[config.mk]
export PLATFORM = sky130hd
export DESIGN_NAME = dma_read_top
export DESIGN_NICKNAME = d
export VERILOG_FILES = /design/src/dma_pkg.sv /design/src/fsab_req_if.sv /design/src/dma_regs.sv /design/src/dma_read_ctrl.sv /design/src/dma_data_fifo.sv /design/src/dma_read_top.sv
export SDC_FILE = /design/constraint.sdc
export NUM_CORES = 1
export LEC_CHECK = 0
export BUFFER_PORTS_ARGS = -buffer_cell sky130_fd_sc_hd__buf_2
export CAP_MARGIN = 10
export CORE_ASPECT_RATIO = 0.7
export CORE_MARGIN = 5
export CORE_UTILIZATION = 40
export DETAILED_ROUTE_END_ITERATION = 10
export MAX_ROUTING_LAYER = met4
export PLACE_DENSITY_LB_ADDON = 0.05
export SYNTH_ARGS = -nofsm -noshare
export SYNTH_HDL_FRONTEND = slang
export SYNTH_HIERARCHICAL = 1
export SYNTH_SLANG_ARGS = --single-unit
[constraint.sdc]
create_clock -name clk -period 6.85 [get_ports clk]
set_input_delay 0.3425 -clock clk [delete_from_list [all_inputs] [get_ports clk]]
set_output_delay 0.3425 -clock clk [all_outputs]
set_load 0.01 [all_outputs]
[src/dma_pkg.sv]
package dma_pkg;

	// Bus field widths
	typedef logic [31:0] bus_addr_t;
	typedef logic [63:0] bus_data_t;
	typedef logic [3:0]  bus_did_t;
	typedef logic [3:0]  burst_len_t;
	typedef logic [1:0]  bus_mode_t;

	// Register bus and engine widths
	typedef logic [2:0]  reg_addr_t;
	typedef logic [15:0] xfer_len_t;
	typedef logic [4:0]  fifo_cnt_t;

	typedef enum logic [1:0] {
		ST_IDLE,
		ST_ISSUE,
		ST_DRAIN
	} ctrl_state_t;

	// Request codes
	localparam bus_mode_t MODE_READ = 2'b01;

	// Ids this engine sends and accepts
	localparam bus_did_t DMA_DID    = 4'h2;
	localparam bus_did_t DMA_SUBDID = 4'h1;

	localparam int FIFO_DEPTH   = 16;
	localparam int MAX_BURST    = 8;
	localparam int CREDITS_INIT = 4;

	// Register map
	localparam reg_addr_t REG_ADDR   = 3'd0;
	localparam reg_addr_t REG_LEN    = 3'd1;
	localparam reg_addr_t REG_CTRL   = 3'd2;
	localparam reg_addr_t REG_STATUS = 3'd3;
	localparam reg_addr_t REG_DATA   = 3'd4;

	// Status word layout
	localparam int STATUS_CNT_LSB = 8;
	localparam int STATUS_REM_LSB = 16;

endpackage

[src/fsab_req_if.sv]
`timescale 1ns/100ps

interface fsab_req_if;

	logic                  valid;
	dma_pkg::bus_mode_t    mode;
	dma_pkg::bus_did_t     did;
	dma_pkg::bus_did_t     subdid;
	dma_pkg::bus_addr_t    addr;
	dma_pkg::burst_len_t   len;

	modport ctrl (
		output valid,
		output mode,
		output did,
		output subdid,
		output addr,
		output len
	);

	modport top (
		input valid,
		input mode,
		input did,
		input subdid,
		input addr,
		input len
	);

endinterface

[src/dma_regs.sv]
`timescale 1ns/100ps

module dma_regs (
	input  logic                clk,
	input  logic                arst_n,
	input  logic                reg_valid,
	input  logic                reg_write,
	input  dma_pkg::reg_addr_t  reg_addr,
	input  dma_pkg::bus_data_t  reg_wdata,
	input  logic                busy,
	input  dma_pkg::xfer_len_t  remaining,
	input  dma_pkg::fifo_cnt_t  fifo_count,
	input  dma_pkg::bus_data_t  fifo_rdata,
	output dma_pkg::bus_data_t  reg_rdata,
	output logic                reg_rvalid,
	output dma_pkg::bus_addr_t  start_addr,
	output dma_pkg::xfer_len_t  start_len,
	output logic                start,
	output logic                fifo_pop
);

	logic               wr_en;
	logic               rd_en;
	dma_pkg::bus_data_t status_word;
	dma_pkg::bus_data_t rd_mux;

	assign wr_en = reg_valid && reg_write;
	assign rd_en = reg_valid && !reg_write;

	// Pop only when there is a word to hand out
	assign fifo_pop = rd_en && (reg_addr == dma_pkg::REG_DATA) && (fifo_count != '0);

	always_comb
	begin
		status_word = '0;
		status_word[0] = busy;
		status_word[dma_pkg::STATUS_CNT_LSB +: $bits(fifo_count)] = fifo_count;
		status_word[dma_pkg::STATUS_REM_LSB +: $bits(remaining)] = remaining;
		case (reg_addr)
			dma_pkg::REG_ADDR:   rd_mux = dma_pkg::bus_data_t'(start_addr);
			dma_pkg::REG_LEN:    rd_mux = dma_pkg::bus_data_t'(start_len);
			dma_pkg::REG_CTRL:   rd_mux = dma_pkg::bus_data_t'(busy);
			dma_pkg::REG_STATUS: rd_mux = status_word;
			dma_pkg::REG_DATA:   rd_mux = fifo_pop ? fifo_rdata : '0;
			default:             rd_mux = '0;
		endcase
	end

	always_ff @(posedge clk or negedge arst_n)
	begin
		if (!arst_n)
		begin
			start_addr <= '0;
			start_len  <= '0;
			start      <= 1'b0;
			reg_rvalid <= 1'b0;
		end
		else
		begin
			reg_rvalid <= rd_en;
			if (wr_en && reg_addr == dma_pkg::REG_ADDR)
				start_addr <= reg_wdata[$bits(start_addr)-1:0];
			if (wr_en && reg_addr == dma_pkg::REG_LEN)
				start_len <= reg_wdata[$bits(start_len)-1:0];
			// Start while already running is dropped
			start <= wr_en && (reg_addr == dma_pkg::REG_CTRL) && reg_wdata[0] && !busy && !start;
		end
	end

	always_ff @(posedge clk)
	begin
		if (rd_en)
			reg_rdata <= rd_mux;
	end

	// Data read of an empty FIFO answers next cycle with zero
	a_rvalid_timing: assert property (@(posedge clk) disable iff (!arst_n)
		(rd_en && reg_addr == dma_pkg::REG_DATA && fifo_count == '0) |=>
			(reg_rvalid && reg_rdata == '0))
		else $error("empty data read not answered with zero one cycle later");

endmodule

[src/dma_read_ctrl.sv]
`timescale 1ns/100ps

module dma_read_ctrl (
	input  logic                clk,
	input  logic                arst_n,
	input  logic                start,
	input  dma_pkg::bus_addr_t  start_addr,
	input  dma_pkg::xfer_len_t  start_len,
	input  logic                fsabo_credit,
	input  logic                fsabi_valid,
	input  dma_pkg::bus_did_t   fsabi_did,
	input  dma_pkg::bus_did_t   fsabi_subdid,
	input  dma_pkg::bus_data_t  fsabi_data,
	input  dma_pkg::fifo_cnt_t  fifo_count,
	fsab_req_if.ctrl            req,
	output logic                busy,
	output dma_pkg::xfer_len_t  remaining,
	output logic                fifo_push,
	output dma_pkg::bus_data_t  fifo_wdata
);

	dma_pkg::ctrl_state_t state;
	dma_pkg::bus_addr_t   addr_q;
	dma_pkg::fifo_cnt_t   outstanding;
	dma_pkg::burst_len_t  next_burst;
	logic [2:0]           credits;
	logic [5:0]           space_need;
	logic                 issue;

	assign next_burst = (remaining < dma_pkg::xfer_len_t'(dma_pkg::MAX_BURST)) ?
		dma_pkg::burst_len_t'(remaining) : dma_pkg::burst_len_t'(dma_pkg::MAX_BURST);

	// Words already in the FIFO or still in flight hold their slots
	assign space_need = 6'(fifo_count) + 6'(outstanding) + 6'(next_burst);

	assign issue = (state == dma_pkg::ST_ISSUE) && (credits != '0) && (remaining != '0) &&
		(space_need <= 6'(dma_pkg::FIFO_DEPTH));

	assign fifo_push  = fsabi_valid && (fsabi_did == dma_pkg::DMA_DID) &&
		(fsabi_subdid == dma_pkg::DMA_SUBDID);
	assign fifo_wdata = fsabi_data;
	assign busy       = (state != dma_pkg::ST_IDLE);

	assign req.mode   = dma_pkg::MODE_READ;
	assign req.did    = dma_pkg::DMA_DID;
	assign req.subdid = dma_pkg::DMA_SUBDID;

	always_ff @(posedge clk or negedge arst_n)
	begin
		if (!arst_n)
		begin
			state       <= dma_pkg::ST_IDLE;
			addr_q      <= '0;
			remaining   <= '0;
			credits     <= 3'(dma_pkg::CREDITS_INIT);
			outstanding <= '0;
			req.valid   <= 1'b0;
		end
		else
		begin
			req.valid   <= issue;
			credits     <= credits + 3'(fsabo_credit) - 3'(issue);
			outstanding <= outstanding + (issue ? 5'(next_burst) : 5'd0) - 5'(fifo_push);
			case (state)
				dma_pkg::ST_IDLE:
					if (start)
					begin
						addr_q    <= start_addr;
						remaining <= start_len;
						state     <= dma_pkg::ST_ISSUE;
					end
				dma_pkg::ST_ISSUE:
					if (issue)
					begin
						addr_q    <= addr_q + dma_pkg::bus_addr_t'(next_burst);
						remaining <= remaining - dma_pkg::xfer_len_t'(next_burst);
						if (remaining == dma_pkg::xfer_len_t'(next_burst))
							state <= dma_pkg::ST_DRAIN;
					end
					else if (remaining == '0)
						state <= dma_pkg::ST_DRAIN;
				dma_pkg::ST_DRAIN:
					if (outstanding == '0)
						state <= dma_pkg::ST_IDLE;
				default:
					state <= dma_pkg::ST_IDLE;
			endcase
		end
	end

	always_ff @(posedge clk)
	begin
		if (issue)
		begin
			req.addr <= addr_q;
			req.len  <= next_burst;
		end
	end

	a_credit_used: assert property (@(posedge clk) disable iff (!arst_n)
		req.valid |-> $past(credits) != '0)
		else $error("request sent without a credit");

	a_credit_max: assert property (@(posedge clk) disable iff (!arst_n)
		credits <= 3'(dma_pkg::CREDITS_INIT))
		else $error("credit counter above initial grant");

	a_push_expected: assert property (@(posedge clk) disable iff (!arst_n)
		fifo_push |-> outstanding != '0)
		else $error("response word with nothing outstanding");

endmodule

[src/dma_data_fifo.sv]
`timescale 1ns/100ps

module dma_data_fifo (
	input  logic                clk,
	input  logic                arst_n,
	input  logic                push,
	input  logic                pop,
	input  dma_pkg::bus_data_t  wdata,
	output dma_pkg::bus_data_t  rdata,
	output dma_pkg::fifo_cnt_t  count
);

	localparam int PTR_W = $clog2(dma_pkg::FIFO_DEPTH);

	dma_pkg::bus_data_t mem [dma_pkg::FIFO_DEPTH];
	logic [PTR_W-1:0]   wr_ptr;
	logic [PTR_W-1:0]   rd_ptr;

	// Head word is visible without a pop
	assign rdata = mem[rd_ptr];

	always_ff @(posedge clk or negedge arst_n)
	begin
		if (!arst_n)
		begin
			wr_ptr <= '0;
			rd_ptr <= '0;
			count  <= '0;
		end
		else
		begin
			if (push)
				wr_ptr <= wr_ptr + 1'b1;
			if (pop)
				rd_ptr <= rd_ptr + 1'b1;
			count <= count + 5'(push) - 5'(pop);
		end
	end

	always_ff @(posedge clk)
	begin
		if (push)
			mem[wr_ptr] <= wdata;
	end

	a_no_overflow: assert property (@(posedge clk) disable iff (!arst_n)
		push |-> count != 5'(dma_pkg::FIFO_DEPTH))
		else $error("push into full FIFO");

	a_no_underflow: assert property (@(posedge clk) disable iff (!arst_n)
		pop |-> count != '0)
		else $error("pop from empty FIFO");

endmodule

[src/dma_read_top.sv]
`timescale 1ns/100ps

module dma_read_top (
	input  logic                 clk,
	input  logic                 arst_n,
	input  logic                 reg_valid,
	input  logic                 reg_write,
	input  dma_pkg::reg_addr_t   reg_addr,
	input  dma_pkg::bus_data_t   reg_wdata,
	output dma_pkg::bus_data_t   reg_rdata,
	output logic                 reg_rvalid,
	output logic                 fsabo_valid,
	output dma_pkg::bus_mode_t   fsabo_mode,
	output dma_pkg::bus_did_t    fsabo_did,
	output dma_pkg::bus_did_t    fsabo_subdid,
	output dma_pkg::bus_addr_t   fsabo_addr,
	output dma_pkg::burst_len_t  fsabo_len,
	input  logic                 fsabo_credit,
	input  logic                 fsabi_valid,
	input  dma_pkg::bus_did_t    fsabi_did,
	input  dma_pkg::bus_did_t    fsabi_subdid,
	input  dma_pkg::bus_data_t   fsabi_data
);

	dma_pkg::bus_addr_t start_addr;
	dma_pkg::xfer_len_t start_len;
	dma_pkg::xfer_len_t remaining;
	dma_pkg::fifo_cnt_t fifo_count;
	dma_pkg::bus_data_t fifo_rdata;
	dma_pkg::bus_data_t fifo_wdata;
	logic               start;
	logic               busy;
	logic               fifo_pop;
	logic               fifo_push;

	fsab_req_if u_req_if ();

	assign fsabo_valid  = u_req_if.valid;
	assign fsabo_mode   = u_req_if.mode;
	assign fsabo_did    = u_req_if.did;
	assign fsabo_subdid = u_req_if.subdid;
	assign fsabo_addr   = u_req_if.addr;
	assign fsabo_len    = u_req_if.len;

	dma_regs u_dma_regs (
		.clk        (clk),
		.arst_n     (arst_n),
		.reg_valid  (reg_valid),
		.reg_write  (reg_write),
		.reg_addr   (reg_addr),
		.reg_wdata  (reg_wdata),
		.busy       (busy),
		.remaining  (remaining),
		.fifo_count (fifo_count),
		.fifo_rdata (fifo_rdata),
		.reg_rdata  (reg_rdata),
		.reg_rvalid (reg_rvalid),
		.start_addr (start_addr),
		.start_len  (start_len),
		.start      (start),
		.fifo_pop   (fifo_pop)
	);

	dma_read_ctrl u_dma_read_ctrl (
		.clk          (clk),
		.arst_n       (arst_n),
		.start        (start),
		.start_addr   (start_addr),
		.start_len    (start_len),
		.fsabo_credit (fsabo_credit),
		.fsabi_valid  (fsabi_valid),
		.fsabi_did    (fsabi_did),
		.fsabi_subdid (fsabi_subdid),
		.fsabi_data   (fsabi_data),
		.fifo_count   (fifo_count),
		.req          (u_req_if.ctrl),
		.busy         (busy),
		.remaining    (remaining),
		.fifo_push    (fifo_push),
		.fifo_wdata   (fifo_wdata)
	);

	dma_data_fifo u_dma_data_fifo (
		.clk    (clk),
		.arst_n (arst_n),
		.push   (fifo_push),
		.pop    (fifo_pop),
		.wdata  (fifo_wdata),
		.rdata  (fifo_rdata),
		.count  (fifo_count)
	);

endmodule

Word level (Yosys, flattened, before mapping)
Memories as Yosys holds them, arrays and structs flattened.
Cells that the tools add are included.
{"block": "totals", "regBits": 222, "ramBits": 1024, "latchBits": 0, "inputBits": 145, "romBits": 0, "elab_cells": 92, "output_inout_bits": 112, "mem_count": 1}
{"block": "op_classes", "muxes": 18, "eq_ne": 14, "n_reduce_logical": 29, "div_mod_pow": 0, "multipliers": 0, "order_cmp": 2, "add_sub_neg": 12, "n_bitwise": 0, "shift": 0}
{"name": "u_dma_data_fifo.mem", "depth": 16, "word_bits": 64, "rd": 1, "rd_ports_with_merged_regs": 0, "wr": 1, "line_no": "dma_data_fifo.sv:15", "rtl": "dma_pkg::bus_data_t mem [dma_pkg::FIFO_DEPTH];"}
{"op": "64-bit one-hot mux with 5 select lines", "count": 1}
{"op": "32-bit two-way mux", "count": 2}
{"op": "64-bit two-way mux", "count": 1}
{"op": "32-bit one-hot mux with 2 select lines", "count": 1}
{"op": "32-bit by 4-bit adder with 32-bit output", "count": 1}
{"op": "16-bit two-way mux", "count": 2}
{"op": "16-bit one-hot mux with 2 select lines", "count": 1}
{"op": "16-bit by 4-bit == test with 1-bit output", "count": 1}
{"op": "16-bit zero test", "count": 1}
{"op": "16-bit by 4-bit < comparator with 1-bit output, second input constant", "count": 1}
{"op": "16-bit nonzero test", "count": 1}
{"op": "16-bit by 4-bit subtractor with 16-bit output", "count": 1}
{"op": "1-bit logical AND", "count": 15}
{"op": "2-bit two-way mux", "count": 5}
{"op": "5-bit by 1-bit subtractor with 5-bit output", "count": 2}
{"op": "4-bit by 1-bit adder with 4-bit output, second input constant", "count": 2}
{"op": "4-bit two-way mux", "count": 2}
{"op": "5-bit by 5-bit adder with 6-bit output", "count": 1}
{"op": "6-bit by 4-bit adder with 6-bit output", "count": 1}
{"op": "3-bit by 2-bit == test with 1-bit output, second input constant", "count": 2}
{"op": "6-bit by 5-bit less-or-equal comparator with 1-bit output, second input constant", "count": 1}
{"op": "2-bit one-hot mux with 3 select lines", "count": 1}
{"op": "5-bit by 1-bit adder with 5-bit output", "count": 1}
{"op": "5-bit adder", "count": 1}
{"op": "other kinds (22)", "count": 27}

Logic depth before layout (Yosys ltp)
{"block": "logic_depth", "depth_word": 8, "ltp_mapped": 22, "ltp_nobuf": 21}

Hierarchy
The synthesis kept the hierarchy.
{"module": "dma_data_fifo", "area_each_um2": 38959.9, "cells_each": 1639, "n_inst": 1, "seq_area_each_um2": 31074.8}
{"module": "dma_read_ctrl", "area_each_um2": 5859.4, "cells_each": 604, "n_inst": 1, "seq_area_each_um2": 2558.7}
{"module": "dma_regs", "area_each_um2": 4823.4, "cells_each": 303, "n_inst": 1, "seq_area_each_um2": 3173.0}

Worst setup path after synthesis
No wires, ideal clock.
{"block": "synth_timing", "path_kind": "reg-to-reg", "from": "register u_dma_read_ctrl.remaining[6]", "to": "register u_dma_read_ctrl.outstanding[4]", "setup_ns": 0.125, "arrival_ns": 7.107, "slack_ns": -0.382, "n_path_buf": 1, "path_stages_with_launch": 23, "period_less_slack_ns": 7.232, "required_ns": 6.725, "cell_sequence": "dfrtp_1 or4_4 or4_1 buf_6 inv_1 nand2_1 inv_1 fa_1 ha_1 inv_1 fa_1 nand2b_1 a21oi_1 mux2i_1 nor4_2 and2_1 ha_1 inv_1 fa_1 inv_1 a21o_1 a21oi_1 xnor2_1"}
{"block": "synth_between", "elab_chain_cells": 8, "word_cells_on_any_way": 10, "classes_between": "add/sub: 3; order compare: 2; mux: 2; reduce/logical: 3"}
{"element": "from (decl)", "line_no": "dma_read_ctrl.sv:17", "rtl": "output dma_pkg::xfer_len_t remaining,"}
{"element": "from (signal assigned)", "line_no": "dma_read_ctrl.sv:69", "rtl": "remaining <= start_len;"}
{"element": "from (signal assigned)", "line_no": "dma_read_ctrl.sv:76", "rtl": "remaining <= remaining - dma_pkg::xfer_len_t'(next_burst);"}
{"element": "16-bit by 4-bit < comparator with 1-bit output", "line_no": "dma_read_ctrl.sv:30", "rtl": "assign next_burst = (remaining < dma_pkg::xfer_len_t'(dma_pkg::MAX_BURST)) ?"}
{"element": "4-bit two-way mux", "line_no": "dma_read_ctrl.sv:30"}
{"element": "via u_dma_read_ctrl.next_burst[3]", "line_no": "dma_read_ctrl.sv:25", "rtl": "dma_pkg::burst_len_t next_burst;"}
{"element": "6-bit by 4-bit adder with 6-bit output", "line_no": "dma_read_ctrl.sv:34", "rtl": "assign space_need = 6'(fifo_count) + 6'(outstanding) + 6'(next_burst);"}
{"element": "6-bit by 5-bit less-or-equal comparator with 1-bit output", "line_no": "dma_read_ctrl.sv:37", "rtl": "(space_need <= 6'(dma_pkg::FIFO_DEPTH));"}
{"element": "1-bit logical AND", "line_no": "dma_read_ctrl.sv:36", "rtl": "assign issue = (state == dma_pkg::ST_ISSUE) && (credits != '0) && (remaining != '0) &&"}
{"element": "via u_dma_read_ctrl.issue", "line_no": "dma_read_ctrl.sv:28", "rtl": "logic issue;"}
{"element": "4-bit two-way mux", "line_no": "dma_read_ctrl.sv:63", "rtl": "outstanding <= outstanding + (issue ? 5'(next_burst) : 5'd0) - 5'(fifo_push);"}
{"element": "5-bit adder", "line_no": "dma_read_ctrl.sv:63"}
{"element": "5-bit by 1-bit subtractor with 5-bit output", "line_no": "dma_read_ctrl.sv:63"}
{"element": "to (signal assigned)", "line_no": "dma_read_ctrl.sv:63"}
{"element": "to (decl)", "line_no": "dma_read_ctrl.sv:24", "rtl": "dma_pkg::fifo_cnt_t outstanding;"}
The timed path passes the listed nets, and every way through them passes these cells.
A chain may end at the register's enable or synchronous reset.

Worst setup path in the final report
{"block": "layout_timing", "from": "register u_dma_read_ctrl.remaining[8]", "to": "register u_dma_read_ctrl.outstanding[4]"}
{"block": "layout_between", "elab_chain_cells": 8, "word_cells_on_any_way": 10, "classes_between": "add/sub: 3; order compare: 2; mux: 2; reduce/logical: 3"}
{"element": "16-bit by 4-bit < comparator with 1-bit output (*)", "line_no": "dma_read_ctrl.sv:30"}
{"element": "4-bit two-way mux (*)", "line_no": "dma_read_ctrl.sv:30"}
{"element": "via u_dma_read_ctrl.next_burst[1]", "line_no": "dma_read_ctrl.sv:25"}
{"element": "6-bit by 4-bit adder with 6-bit output", "line_no": "dma_read_ctrl.sv:34"}
{"element": "6-bit by 5-bit less-or-equal comparator with 1-bit output", "line_no": "dma_read_ctrl.sv:37"}
{"element": "1-bit logical AND", "line_no": "dma_read_ctrl.sv:36"}
{"element": "4-bit two-way mux (*)", "line_no": "dma_read_ctrl.sv:63"}
{"element": "5-bit adder (*)", "line_no": "dma_read_ctrl.sv:63"}
{"element": "5-bit by 1-bit subtractor with 5-bit output (*)", "line_no": "dma_read_ctrl.sv:63"}
The timed path passes the listed nets; every way through them passes the cells marked *.

==> out/results.txt <==
Placed Cells = 4273
Global router's overall resource usage = 0.206
Async set-or-reset flop fraction in the synthesized netlist = 0.0979
Initial core utilization = 0.401
Max Slew Vio Count = 0
Synth warn = 6
Register area = 36800 um2
Row Count = 108
Tightest Pin Transition = 1220 ps
Hold depth = 3
CP most frequent cell = inv_1
Vias in the first global route = 26731
Worst Path Required = 7480 ps
CTS tree = done
Setup slack, reg-to-reg = 770 ps
Total Neg Setup Slack = 0 ps
RSZ-0062 raised after global routing = false
PwrDens = 374 nW/um2
Worst path cell trace = or4_1 > or4_1 > inv_1 > nand2_1 > inv_1 > fa_1 > ha_1 > inv_1 > fa_1 > nand2b_1 > a21oi_1 > mux2i_1 > or2_2 > or3_1 > ha_1 > inv_1 > ha_1 > a21oi_1 > xnor2_1
CTS buffer count = 121
CTS Sinks = 1246
Fin crit share = 0.887
Post-DP HPWL = 74200 um
Die Ht = 305 um
Die Area = 131000 um2
Crit path kind = reg2reg
Multi-input gate area = 11600 um2
R2r startpoint = u_dma_read_ctrl/remaining[8]
Resized Gates After CTS = 0
Synth unique cells = 74
Core area = 124000 um2
Syn_area_per_cell = 19.5 um2
Top_reg_cell synth = edfxtp_1
Post-CTS Setup Repair Bufs = 0
Worst min path class = in2reg
Initial antenna violation count = 6
Largest area contributor in the netlist = edfxtp_1
Post-Layout Cell Count = 4606
Routed wire length = 131000 um
Post-route ant nets = 0
Crit path launch type = flop
Yosys top cell area share = 0.680
Clock latency on the worst-skew pair = 720 ps
DR iter-0 viols = 2179
Worst path max stage delay = 840 ps
Run status = finished clean
First-pass GRT wire length = 191000 um
Hold Startpoint = reg_addr[1]
Clk Tree Root Cell = clkbuf_16
DRC Markers = 0
WP data arrival = 6710 ps
Vias per cell = 5.56
Final setup fails = 0
Fin nets = 3030
GRT overflow = 0
Largest net degree at the start of global routing = 114
H-tree depth = 3
Leakage = 0.0190 uW
Fill count = 10507
Flop and latch count out of synthesis = 1246
Total vias in the final route = 25609
Port Buffers = 214
Top cells by area, synth = edfxtp_1 (68%), mux4_2 (12%), dfrtp_1 (6.1%)
Post-synth EDFFs = 1124
Worst-path clk slew = 70 ps
I/O pin total = 257
Max rail drop VDD = 0.224 mV
Share of cells above drive strength 1 = 0.273
CP Capture Type = flop
Shortest period the worst path allows = 6080 ps
Clock tree buffer depth = 3
DR WL/cell = 28.5 um
Cell area after synthesis = 49600 um2
Worst path slowest cell = mux2i_1
Largest fanout on the critical path = 9
Worst Skew = 13.4 ps
Sequential-to-total area share from yosys stat = 0.741
Worst Hold Path EP = u_dma_regs/start
Fmax = 165 MHz
R2R depth = 19
Placer Congestion = 0.857
Area grow syn2layout = 15.3%
Reg-to-reg endpoint = u_dma_read_ctrl/outstanding[4]
DIE WIDTH = 431 um
Max-cap violations = 0
Max_slew headroom = 0.181
Pre-antenna DRT Iters = 6
Hold_buf cts = 100
Final Hold Viols = 0
Mapped Cells = 2546
## state kept, by name, indices dropped and copies added (netlist names)
name	cells
u_dma_data_fifo/mem	1024
u_dma_regs/reg_rdata	64
u_dma_read_ctrl/addr_q	32
u_dma_read_ctrl/req.addr	32
u_dma_regs/start_addr	32
u_dma_read_ctrl/remaining	16
u_dma_regs/start_len	16
u_dma_data_fifo/count	5
u_dma_read_ctrl/outstanding	5
u_dma_data_fifo/rd_ptr	4
u_dma_data_fifo/wr_ptr	4
u_dma_read_ctrl/req.len	4
u_dma_read_ctrl/credits	3
u_dma_read_ctrl/state	2
u_dma_read_ctrl/req.valid	1
u_dma_regs/reg_rvalid	1
u_dma_regs/start	1
## worst max-delay path by stage
stage	from	slack, ps	to	cells after the start
after floorplan	fsabi_subdid[1]	340	u_dma_data_fifo/mem[3][0]	6
after detailed placement	u_dma_read_ctrl/remaining[10]	910	u_dma_read_ctrl/credits[2]	19
after global routing	u_dma_read_ctrl/remaining[10]	470	u_dma_read_ctrl/outstanding[4]	21
after global placement	u_dma_read_ctrl/remaining[10]	980	u_dma_read_ctrl/outstanding[4]	21
after CTS	u_dma_read_ctrl/remaining[10]	870	u_dma_read_ctrl/credits[2]	19
final	u_dma_read_ctrl/remaining[8]	770	u_dma_read_ctrl/outstanding[4]	19
## kinds of logic after synthesis
logic type | Yosys count | synth area share
buf+inv | 248 | 0.0291
flops | 1246 | 0.741
simple gates | 360 | 0.0375
fa+ha+maj | 40 | 0.0114
mux | 324 | 0.131
xor+xnor | 17 | 0.00300
other cells | 2 | 0.000151
compound gates | 309 | 0.0464
## worst max-delay path: cells and delay by family (launching register included)
| kind | cells | cell delay [ps] |
|---|---|---|
| adders and majority gates | 5 | 1310 |
| buffers and inverters | 4 | 620 |
| muxes | 1 | 840 |
| AOI/OAI and AO/OA | 2 | 340 |
| DFF | 1 | 500 |
| xor gates and xnor gates | 1 | 130 |
| and+or+nand+nor | 6 | 2240 |
## through the flow
stage / total power [uW] / utilization / cell area (um2) / setup WS, ps / hold slack [ps]
floorplan: 13200 / - / 49700 / 341 / 46.9
global placement: 14900 / 0.423 / 52300 / 979 / 429
detailed placement: 14900 / 0.423 / 52300 / 910 / 426
CTS: 21600 / 0.463 / 57200 / 869 / 32.7
global route: 22400 / 0.463 / 57200 / 470 / 82.8
finish: 21400 / 0.463 / 57200 / 775 / 98.0
## synthesized netlist by cell type, types with 23 or more instances
library cell / instances
edfxtp_1: 1124
mux4_2: 256
a22oi_1: 160
nand2_1: 139
dfrtp_1: 121
buf_4: 90
clkbuf_1: 60
mux2_2: 49
nor2_1: 44
inv_1: 37
and2_1: 33
o2bb2ai_1: 32
ha_1: 30
nand3_1: 26
o21ai_0: 26
nor3_1: 23
## power breakdown
group | switching, uW | leakage [uW] | internal [uW]
logic | 3120 | 0.00545 | 2400
clock network | 2800 | 0.00190 | 3790
registers | 505 | 0.0117 | 8760
total | 6430 | 0.0190 | 14900
## final cells by class
| cell class | instances | share of cell area |
|---|---|---|
| clock inverter | 73 | 0.0120 |
| clock buffer | 154 | 0.0562 |
| tap | 1650 | 0.0361 |
| antenna | 6 | 0.000262 |
| multi-input combinational | 1061 | 0.203 |
| inverter | 37 | 0.00243 |
| sequential | 1246 | 0.643 |
| timing repair buffer | 379 | 0.0466 |
## placed cells by master (no fill, tap or decap), types with 31 or more instances in the layout
| cell | synthesis | final |
|---|---|---|
| edfxtp_1 | 1124 | 1124 |
| dfrtp_1 | 121 | 119 |
| mux4_2 | 256 | 256 |
| inv_1 | 37 | 37 |
| dlygate4sd3_1 | 0 | 100 |
| clkinv_1 | 0 | 31 |
| and2_1 | 33 | 32 |
| buf_2 | 19 | 213 |
| buf_4 | 90 | 57 |
| clkbuf_16 | 0 | 124 |
| mux2_2 | 49 | 49 |
| o2bb2ai_1 | 32 | 32 |
| a22oi_1 | 160 | 160 |
| nand2_1 | 139 | 139 |
## metal layers
| layer | routed length (um) | track usage |
|---|---|---|
| met1 | 59300 | 0.291 |
| met5 | 0 | - |
| met2 | 61900 | 0.315 |
| met3 | 7720 | 0.0425 |
| met4 | 2580 | 0.0403 |
Power figures use the tool's default switching activity.
